### src/hw/fpFormatPkg.sv
`default_nettype none

package fpFormatPkg;

	// binary32 field layout
	localparam int fracBits = 23;
	localparam int expBits = 8;
	localparam int expBias = 127;
	localparam int expMaxFinite = 254;

	// wide datapath form
	localparam int wideExpBits = 16;
	localparam int wideFracBits = 72;
	localparam int hiddenPos = 70; // bit 71 catches product carry

	typedef logic [31:0] fpBits32T;

	// exponent is treated as signed inside the datapath
	typedef struct packed
	{
		logic sign;
		logic [wideExpBits-1:0] exp;
		logic [wideFracBits-1:0] frac;
	} fpUnpackedT;

endpackage

`default_nettype wire

### src/hw/macCtrlPkg.sv
`default_nettype none

package macCtrlPkg;

	typedef logic [1:0] laneIdxT;

	// lane 0 sits in bits 31:0
	typedef fpFormatPkg::fpBits32T [3:0] vecT;

	typedef enum logic [1:0]
	{
		opMulAdd = 2'd0,
		opMulSub = 2'd1,
		opMul = 2'd2
	} macOpT;

	// rides beside the datapath up to the packer
	typedef struct packed
	{
		macOpT op;
		laneIdxT laneDst;
		vecT srcM;
	} macTagT;

endpackage

`default_nettype wire

### src/hw/fpOperandIf.sv
`timescale 1ns/1ps
`default_nettype none

interface fpOperandIf;
	import fpFormatPkg::*;

	logic valid;
	fpUnpackedT data;

	modport producer
	(
		output valid,
		output data
	);

	modport consumer
	(
		input valid,
		input data
	);

endinterface

`default_nettype wire

### src/hw/fpAlignAdd.sv
`timescale 1ns/1ps
`default_nettype none

module fpAlignAdd (
	input logic clock,
	input logic rst,
	input logic hold,
	fpOperandIf.consumer prod,
	fpOperandIf.consumer addend,
	input macCtrlPkg::macTagT tagIn,
	output logic sumValid,
	output fpFormatPkg::fpUnpackedT sum,
	output macCtrlPkg::macTagT tagOut
);
	import fpFormatPkg::*;
	import macCtrlPkg::*;

	logic addSign;
	logic signed [15:0] addExp;
	logic [71:0] addFrac;
	logic signed [15:0] prodExp;
	logic signed [15:0] expMax;

	logic signP1, signU1;
	logic [15:0] expC1;
	logic [15:0] shiftP1, shiftU1;
	logic [71:0] fracP1, fracU1;

	logic signP2, signU2;
	logic [15:0] expC2;
	logic [71:0] fracP2, fracU2;

	logic signed [73:0] termP, termU, total;
	logic [72:0] magnitude;

	// tag line doubles as the valid pipeline of the three stages
	fpDelayLine #(.depth(3), .payloadType(macTagT)) tagLine (
		.clock(clock),
		.rst(rst),
		.hold(hold),
		.inValid(prod.valid && addend.valid),
		.inData(tagIn),
		.outValid(sumValid),
		.outData(tagOut)
	);

	always_comb
	begin
		prodExp = $signed(prod.data.exp);
		addSign = addend.data.sign ^ (tagIn.op == opMulSub);
		addExp = $signed(addend.data.exp);
		addFrac = addend.data.frac;
		if (tagIn.op == opMul)
		begin
			addExp = prodExp; // no shift on the product
			addFrac = '0;
		end
		expMax = (prodExp > addExp) ? prodExp : addExp;
	end

	always_ff @(posedge clock)
	begin
		if (!hold)
		begin
			// stage one: exponent compare
			signP1 <= prod.data.sign;
			signU1 <= addSign;
			expC1 <= expMax;
			shiftP1 <= expMax - prodExp;
			shiftU1 <= expMax - addExp;
			fracP1 <= prod.data.frac;
			fracU1 <= addFrac;
			// stage two: smaller side shifted right, large gaps drain to zero
			signP2 <= signP1;
			signU2 <= signU1;
			expC2 <= expC1;
			fracP2 <= fracP1 >> shiftP1;
			fracU2 <= fracU1 >> shiftU1;
		end
	end

	always_comb
	begin
		termP = signP2 ? -$signed({2'b00, fracP2}) : $signed({2'b00, fracP2});
		termU = signU2 ? -$signed({2'b00, fracU2}) : $signed({2'b00, fracU2});
		total = termP + termU;
		magnitude = total[73] ? 73'(-total) : 73'(total);
	end

	// stage three: carry out of bit 71 folds back into the exponent
	always_ff @(posedge clock)
	begin
		if (!hold)
		begin
			sum.sign <= total[73];
			sum.exp <= magnitude[72] ? expC2 + 16'd1 : expC2;
			sum.frac <= magnitude[72] ? magnitude[72:1] : magnitude[71:0];
		end
	end

endmodule

`default_nettype wire

### src/hw/fpDelayLine.sv
`timescale 1ns/1ps
`default_nettype none

module fpDelayLine #(
	parameter int depth = 2,
	parameter type payloadType = logic
) (
	input logic clock,
	input logic rst,
	input logic hold,
	input logic inValid,
	input payloadType inData,
	output logic outValid,
	output payloadType outData
);

	logic [depth-1:0] validQ;
	payloadType dataQ [depth];

	always_ff @(posedge clock)
	begin
		if (rst)
			validQ <= '0;
		else if (!hold)
		begin
			validQ[0] <= inValid;
			for (int i = 1; i < depth; i++)
				validQ[i] <= validQ[i-1];
		end
	end

	always_ff @(posedge clock)
	begin
		if (!hold)
		begin
			dataQ[0] <= inData;
			for (int i = 1; i < depth; i++)
				dataQ[i] <= dataQ[i-1];
		end
	end

	assign outValid = validQ[depth-1];
	assign outData = dataQ[depth-1];

endmodule

`default_nettype wire

### src/hw/fpLanePack.sv
`timescale 1ns/1ps
`default_nettype none

module fpLanePack #(
	parameter int laneCount = 4
) (
	input logic clock,
	input logic rst,
	input logic hold,
	input logic sumValid,
	input fpFormatPkg::fpUnpackedT sum,
	input macCtrlPkg::macTagT tag,
	output logic resultValid,
	output macCtrlPkg::vecT result
);
	import fpFormatPkg::*;
	import macCtrlPkg::*;

	int lead;
	int expN;
	logic [71:0] norm;
	fpBits32T laneWord;
	vecT merged;

	always_comb
	begin
		lead = 0;
		for (int i = 0; i < wideFracBits; i++)
			if (sum.frac[i])
				lead = i; // highest set bit wins
		expN = int'($signed(sum.exp)) + lead - hiddenPos;
		if (lead == 71)
			norm = sum.frac >> 1;
		else
			norm = sum.frac << (hiddenPos - lead);

		// low fraction bits just drop, i.e. round toward zero
		if (sum.frac == '0 || expN < 1)
			laneWord = {sum.sign, 31'b0};
		else if (expN > expMaxFinite)
			laneWord = {sum.sign, 8'hff, 23'b0};
		else
			laneWord = {sum.sign, expN[7:0], norm[69:47]};

		merged = tag.srcM;
		if (int'(tag.laneDst) < laneCount)
			merged[tag.laneDst] = laneWord;
	end

	always_ff @(posedge clock)
	begin
		if (rst)
			resultValid <= 1'b0;
		else if (!hold)
			resultValid <= sumValid;
	end

	always_ff @(posedge clock)
	begin
		if (!hold)
			result <= merged;
	end

endmodule

`default_nettype wire

### src/hw/fpLaneUnpack.sv
`timescale 1ns/1ps
`default_nettype none

module fpLaneUnpack #(
	parameter int laneCount = 4
) (
	input logic clock,
	input logic rst,
	input logic hold,
	input macCtrlPkg::vecT src,
	input macCtrlPkg::laneIdxT laneSel,
	input logic inValid,
	fpOperandIf.producer out
);
	import fpFormatPkg::*;

	fpBits32T lane;
	fpUnpackedT unpacked;

	always_comb
	begin
		lane = '0; // lanes past laneCount read as zero
		if (int'(laneSel) < laneCount)
			lane = src[laneSel];
		unpacked.sign = lane[31];
		if (lane[30:23] == '0)
		begin
			// zero and denormal both land here
			unpacked.exp = '0;
			unpacked.frac = '0;
		end
		else
		begin
			unpacked.exp = {8'b0, lane[30:23]};
			unpacked.frac = {1'b0, 1'b1, lane[22:0], 47'b0};
		end
	end

	always_ff @(posedge clock)
	begin
		if (rst)
			out.valid <= 1'b0;
		else if (!hold)
			out.valid <= inValid;
	end

	always_ff @(posedge clock)
	begin
		if (!hold)
			out.data <= unpacked;
	end

endmodule

`default_nettype wire

### src/hw/fpMacUnit.sv
`timescale 1ns/1ps
`default_nettype none

module fpMacUnit #(
	parameter int laneCount = 4
) (
	input logic clock,
	input logic rst,
	input logic hold,
	input logic inValid,
	input macCtrlPkg::macOpT macOp,
	input macCtrlPkg::laneIdxT laneSel,
	input macCtrlPkg::laneIdxT laneDst,
	input macCtrlPkg::vecT srcS,
	input macCtrlPkg::vecT srcT,
	input macCtrlPkg::vecT srcU,
	input macCtrlPkg::vecT srcM,
	output logic resultValid,
	output macCtrlPkg::vecT result
);
	import fpFormatPkg::*;
	import macCtrlPkg::*;

	fpOperandIf opS ();
	fpOperandIf opT ();
	fpOperandIf opU ();
	fpOperandIf product ();
	fpOperandIf addend ();

	macTagT issueTag; // lines up with the unpacked operands
	macTagT mulTag;
	macTagT packTag;
	logic sumValid;
	fpUnpackedT sum;

	always_ff @(posedge clock)
	begin
		if (!hold)
			issueTag <= '{op: macOp, laneDst: laneDst, srcM: srcM};
	end

	fpLaneUnpack #(.laneCount(laneCount)) unpackS (
		.clock(clock), .rst(rst), .hold(hold),
		.src(srcS), .laneSel(laneSel), .inValid(inValid), .out(opS)
	);

	fpLaneUnpack #(.laneCount(laneCount)) unpackT (
		.clock(clock), .rst(rst), .hold(hold),
		.src(srcT), .laneSel(laneSel), .inValid(inValid), .out(opT)
	);

	fpLaneUnpack #(.laneCount(laneCount)) unpackU (
		.clock(clock), .rst(rst), .hold(hold),
		.src(srcU), .laneSel(laneSel), .inValid(inValid), .out(opU)
	);

	fpMultiply mul (
		.clock(clock), .rst(rst), .hold(hold),
		.a(opS), .b(opT), .prod(product)
	);

	// both lines match the two multiplier stages
	fpDelayLine #(.depth(2), .payloadType(fpUnpackedT)) addendLine (
		.clock(clock), .rst(rst), .hold(hold),
		.inValid(opU.valid), .inData(opU.data),
		.outValid(addend.valid), .outData(addend.data)
	);

	fpDelayLine #(.depth(2), .payloadType(macTagT)) tagLine (
		.clock(clock), .rst(rst), .hold(hold),
		.inValid(opU.valid), .inData(issueTag),
		.outValid(), .outData(mulTag)
	);

	fpAlignAdd alignAdd (
		.clock(clock), .rst(rst), .hold(hold),
		.prod(product), .addend(addend), .tagIn(mulTag),
		.sumValid(sumValid), .sum(sum), .tagOut(packTag)
	);

	fpLanePack #(.laneCount(laneCount)) pack (
		.clock(clock), .rst(rst), .hold(hold),
		.sumValid(sumValid), .sum(sum), .tag(packTag),
		.resultValid(resultValid), .result(result)
	);

endmodule

`default_nettype wire

### src/hw/fpMultiply.sv
`timescale 1ns/1ps
`default_nettype none

module fpMultiply (
	input logic clock,
	input logic rst,
	input logic hold,
	fpOperandIf.consumer a,
	fpOperandIf.consumer b,
	fpOperandIf.producer prod
);
	import fpFormatPkg::*;

	logic valid1;
	logic sign1;
	logic [15:0] exp1;
	logic zero1;
	logic [23:0] fracA1; // significands incl. hidden bit
	logic [23:0] fracB1;
	logic [47:0] product;

	assign product = fracA1 * fracB1;

	always_ff @(posedge clock)
	begin
		if (rst)
		begin
			valid1 <= 1'b0;
			prod.valid <= 1'b0;
		end
		else if (!hold)
		begin
			valid1 <= a.valid && b.valid;
			prod.valid <= valid1;
		end
	end

	// stage one: sign, exponent sum, operand capture
	always_ff @(posedge clock)
	begin
		if (!hold)
		begin
			sign1 <= a.data.sign ^ b.data.sign;
			exp1 <= a.data.exp + b.data.exp - 16'(expBias);
			zero1 <= !a.data.frac[hiddenPos] || !b.data.frac[hiddenPos];
			fracA1 <= a.data.frac[70:47];
			fracB1 <= b.data.frac[70:47];
		end
	end

	// stage two: product bit 46 lands on the hidden position
	always_ff @(posedge clock)
	begin
		if (!hold)
		begin
			prod.data.sign <= sign1;
			prod.data.exp <= zero1 ? 16'd0 : exp1;
			prod.data.frac <= zero1 ? 72'd0 : {product, 24'b0};
		end
	end

endmodule

`default_nettype wire

### config.mk
export PLATFORM = sky130hd
export DESIGN_NAME = fpMacUnit
export DESIGN_NICKNAME = d
export VERILOG_FILES = /design/src/hw/fpFormatPkg.sv /design/src/hw/macCtrlPkg.sv /design/src/hw/fpOperandIf.sv /design/src/hw/fpAlignAdd.sv /design/src/hw/fpDelayLine.sv /design/src/hw/fpLanePack.sv /design/src/hw/fpLaneUnpack.sv /design/src/hw/fpMacUnit.sv /design/src/hw/fpMultiply.sv
export SDC_FILE = /design/constraint.sdc
export NUM_CORES = 2
export LEC_CHECK = 0
export BUFFER_PORTS_ARGS = -buffer_cell sky130_fd_sc_hd__buf_2
export CAP_MARGIN = 20
export CORE_UTILIZATION = 55
export CTS_BUF_LIST = sky130_fd_sc_hd__clkbuf_2 sky130_fd_sc_hd__clkbuf_4 sky130_fd_sc_hd__clkbuf_8
export CTS_CLUSTER_DIAMETER = 40
export DETAILED_ROUTE_END_ITERATION = 7
export PLACE_DENSITY = 0.74
export SLEW_MARGIN = 0
export SYNTH_ARGS = -nofsm -noshare
export SYNTH_HDL_FRONTEND = slang
export SYNTH_SLANG_ARGS = --single-unit
### constraint.sdc
create_clock -name clock -period 52.2 [get_ports clock]
set_clock_uncertainty 0.15 [all_clocks]
set_input_delay 7.83 -clock clock [delete_from_list [all_inputs] [get_ports clock]]
set_output_delay 7.83 -clock clock [all_outputs]
set_load 0.005 [all_outputs]
==> impl_summary.md <==
GRT
The number of antenna violations at the first check in global routing is 32. The via count of the first global-routing pass is 65110. The total grt overflow is 0. The all-layer global routing usage is 0.2728. The first global-routing pass estimated 368400 um of wire. The maximum number of pins on one net before global-route repair is 207.

Finish
In the layout the commonest cells are 1578 x edfxtp_1, 909 x nand2_1, 650 x buf_2. In the final layout, the share of cells above drive strength 1 is 0.1679. The post-synthesis to final-layout area growth is 11.55%. The post-route core utilization is 0.6188. The library cell used most frequently in the layout, excluding fill and tap cells, is edfxtp_1. After the last flow step, the layout net total stands at 10000.

Setup path
Along the worst path, the maximum fanout reaches 206. Data arrives at the worst endpoint at 12.82 ns. STA classifies the critical path startpoint as an input pin. The worst setup path is of the in2reg kind. The required time reported for the critical path endpoint is 52.60 ns. The capturing element type of the critical path is a register.

STA
The final critical-path required period is 12.42 ns. The total negative setup slack is 0 ns. The number of setup violations in the final report is 0. Dividing the final minimum period by the clock period gives 0.2379. Measured against its own limit, the worst slew margin works out to 0.2010. The number of failing hold endpoints at the final stage is 0.

The max-slew violation count is 0. Setup repair after global routing left no endpoint under its margin. For the pin with the worst max-slew slack, the measured transition is 1.198 ns. Derived from the worst setup path, the maximum achievable clock frequency is 80.53 MHz.

Clocking
Clock latency on the worst-skew pair, taken at its later pin, is 1.00 ns. The clock transition at the registers of the reported paths is 0.06 ns. The count of buffers added by post-CTS timing repair for setup is 0. The clock passes through at most 4 buffers. The H-tree level count is 5. The clock net in this run drives a total of 1585 sinks. Once the clock tree was built, the resizer swapped 0 gates to a different size. CTS placed an instance of clkbuf_8 at the clock tree root. The clock tree from TritonCTS is done. For this design, the CTS-stage hold fixing added 0 buffers. The number of buffers created by CTS is 278.

Synthesis
The number of warning messages in the yosys log is 0. The cell count after synthesis came out at 8036. Of the synthesized area, sequential elements account for 0.4983. The average footprint of a synthesized cell is 11.87 um2. The most common flop cell mapped by yosys is edfxtp_1. The number of distinct standard cells referenced by the synthesized netlist is 92. In this run, synthesis inferred 1578 flip-flops with an integrated enable. The net count after synthesis is 9373. Synthesis inferred 1585 register bits.

Summing every instance area after synthesis gives 95370 um2. In the synthesized netlist the async set-or-reset flop fraction comes to 0.

Detailed routing
In the routed layout, each cell is associated on average with a via count of 5.817. The number of iterations in the first detailed-routing pass is 6. The total detailed-routing wirelength is 239600 um. The DRC violations left is 0.

After detailed routing, the average wire length per cell comes to 21.43 um. The violation count after the first detailed-route iteration is 6157. Detailed routing inserted a total of 65070 vias. The residual antenna-violating net count after detailed routing is 0.

Placement
The HPWL after detailed placement is 180300 um. The number of I/O port buffers is 650. Routability-driven placement finished with a final weighted congestion of 1.012.

Worst hold path
The kind of path behind the tightest hold check is reg2reg.

Floorplanning
During I/O placement, the number of pins put on the boundary was 651. Measured along the y axis, the die boundary spans 418.4 um. The floorplan step set the die width to 418.4 um.

In this run the standard cell core region covers 171900 um2. The initial core utilization is 0.5547. The number of rows in the core area is 152. The total die area is 175100 um2.

Power and ir drop
Overall power consumption after layout is estimated at 0.007577 W. Of the total power, registers draw 0.236. Power spread over the standard cell area amounts to 71.22 nW/um2. The fraction of power spent switching nets is 0.4384. Cell internal power was estimated by the tool at 0.004255 W. The share of total power in combinational logic is 0.620.

The static leakage is 41.96 nW. The worst-case IR drop observed on VDD is 0.1597 mV. The analysis attributes to net switching a power of 0.003322 W. Of the total power, the clock network draws 0.145.

Run status
The run finished with clean final reports.

Flow run
Across the run, the number of max-cap violations was 0.
==> per-layer routing <==
metal,up-vias,global-route usage,share of wire
met5,-,0,0.000054
met4,2,0.1066,0.036
met3,467,0.04394,0.062
met2,2444,0.4598,0.50
met1,32090,0.3541,0.40
li1,30060,-,-
==> cells by family after synthesis <==
group,after synthesis,synth area share
AO/OA/AOI/OAI,1323,0.08763
XOR/XNOR,349,0.03237
adder cells (fa/ha/maj),815,0.1453
buffers and inverters,1043,0.04129
flip-flops,1585,0.4983
multiplexers,448,0.07125
AND/OR/NAND/NOR,2473,0.1238
==> power by group through the flow <==
stage | clock network (W) | registers [W] | logic (W)
2_1_floorplan | 0 | 0.00182 | 0.00355
3_3_place_gp | 0 | 0.00180 | 0.00453
3_5_place_dp | 0 | 0.00181 | 0.00464
4_1_cts | 0.00112 | 0.00178 | 0.00467
5_1_grt | 0.00118 | 0.00180 | 0.00527
6_report | 0.00110 | 0.00178 | 0.00469
==> Yosys cell counts (15+ instances only) <==
cell type  number  area (um2)
edfxtp_1     1578       47390
nand2_1       911        3420
inv_1         635        2384
nor2_1        497        1866
fa_1          488        9769
o21ai_0       365        1827
clkbuf_1      340        1276
ha_1          327        4091
a21oi_1       317        1587
and2_1        273        1708
xnor2_1       263        2303
mux2i_1       203        2032
mux4_2        178        4009
nor2b_1       140       875.8
nor3_1        132       660.6
nand3_1       121       605.6
o31ai_1        85       638.1
xor2_1         82       718.2
a21o_1         81       608.1
or3_1          75       469.2
mux2_2         67       754.5
a31oi_1        59       369.1
nand2b_1       55       344.1
nor4_1         51       319.1
a211oi_1       48       360.4
nand4_1        47       294.0
and3_1         46       287.8
buf_1          46       172.7
o211ai_1       46       345.3
o21a_1         46       345.3
o21bai_1       40       300.3
or4_1          39       292.8
o22ai_1        38       237.7
or2_2          30       187.7
o41ai_1        22       192.7
a211o_1        18       157.7
buf_2          16       80.08
nor3b_1        15       112.6
==> per-stage QoR <==
| stage | setup slack [ns] | hold WS, ns | cells | area, um2 |
|---|---|---|---|---|
| 2_1_floorplan | 11.80 | 0.2503 | 8036 | 95370 |
| 3_3_place_gp | 38.99 | 0.2503 | 10690 | 100900 |
| 3_5_place_dp | 38.85 | 0.2545 | 10690 | 100900 |
| 4_1_cts | 39.90 | 0.2296 | 11160 | 106200 |
| 5_1_grt | 39.51 | 0.2327 | 11180 | 106400 |
| 6_report | 39.78 | 0.2301 | 11190 | 106400 |
==> state kept, by name, summed over array words and instances, names as in the netlist, 3 cells and up <==
name                     cells
addendLine.dataQ            66
alignAdd.expC1              15
alignAdd.expC2              15
alignAdd.fracP1             48
alignAdd.fracP2             72
alignAdd.fracU1             24
alignAdd.fracU2             71
alignAdd.shiftP1            16
alignAdd.shiftU1            16
alignAdd.sum                89
alignAdd.tagLine.dataQ     390
alignAdd.tagLine.validQ      3
issueTag                   132
mul.exp1                    15
mul.fracA1                  24
mul.fracB1                  24
mul.prod.data               64
pack.result                128
tagLine.dataQ              264
unpackS.out.data            33
unpackT.out.data            33
unpackU.out.data            33
==> worst paths after layout <==
| path | from | to | slack, ns | cells past startpoint |
|---|---|---|---|---|
| hold / removal | alignAdd.tagLine.dataQ[0][29]$_DFFE_PN_ | alignAdd.tagLine.dataQ[0][161]$_DFFE_PN_ | 0.23 | 0 |
| setup / recovery | hold | alignAdd.expC1[11]$_DFFE_PN_ | 39.78 | 7 |
| hold reg to reg | alignAdd.tagLine.dataQ[0][29]$_DFFE_PN_ | alignAdd.tagLine.dataQ[0][161]$_DFFE_PN_ | 0.23 | 0 |
| setup reg to reg | alignAdd.fracP2[7]$_SDFFCE_PP0N_ | alignAdd.sum[63]$_DFFE_PN_ | 41.78 | 30 |
==> layout make-up <==
| class | count | area, um2 |
|---|---|---|
| Clock buffer | 359 | 4466 |
| Inverter | 640 | 2411 |
| Sequential cell | 1585 | 47530 |
| Fill cell | 13370 | 65550 |
| Tap cell | 2310 | 2890 |
| Clock inverter | 108 | 859.6 |
| Timing Repair Buffer | 752 | 4118 |
| Antenna cell | 23 | 57.56 |
| Multi-Input combinational cell | 5408 | 44050 |
==> critical path, cell delays in order <==
cell    delay (ns)
buf_2         0.19
inv_8         0.56
buf_4         0.84
buf_4         0.79
buf_4         0.72
buf_4         0.72
buf_12        0.65
No activity file was read; power rests on OpenSTA's default activity.
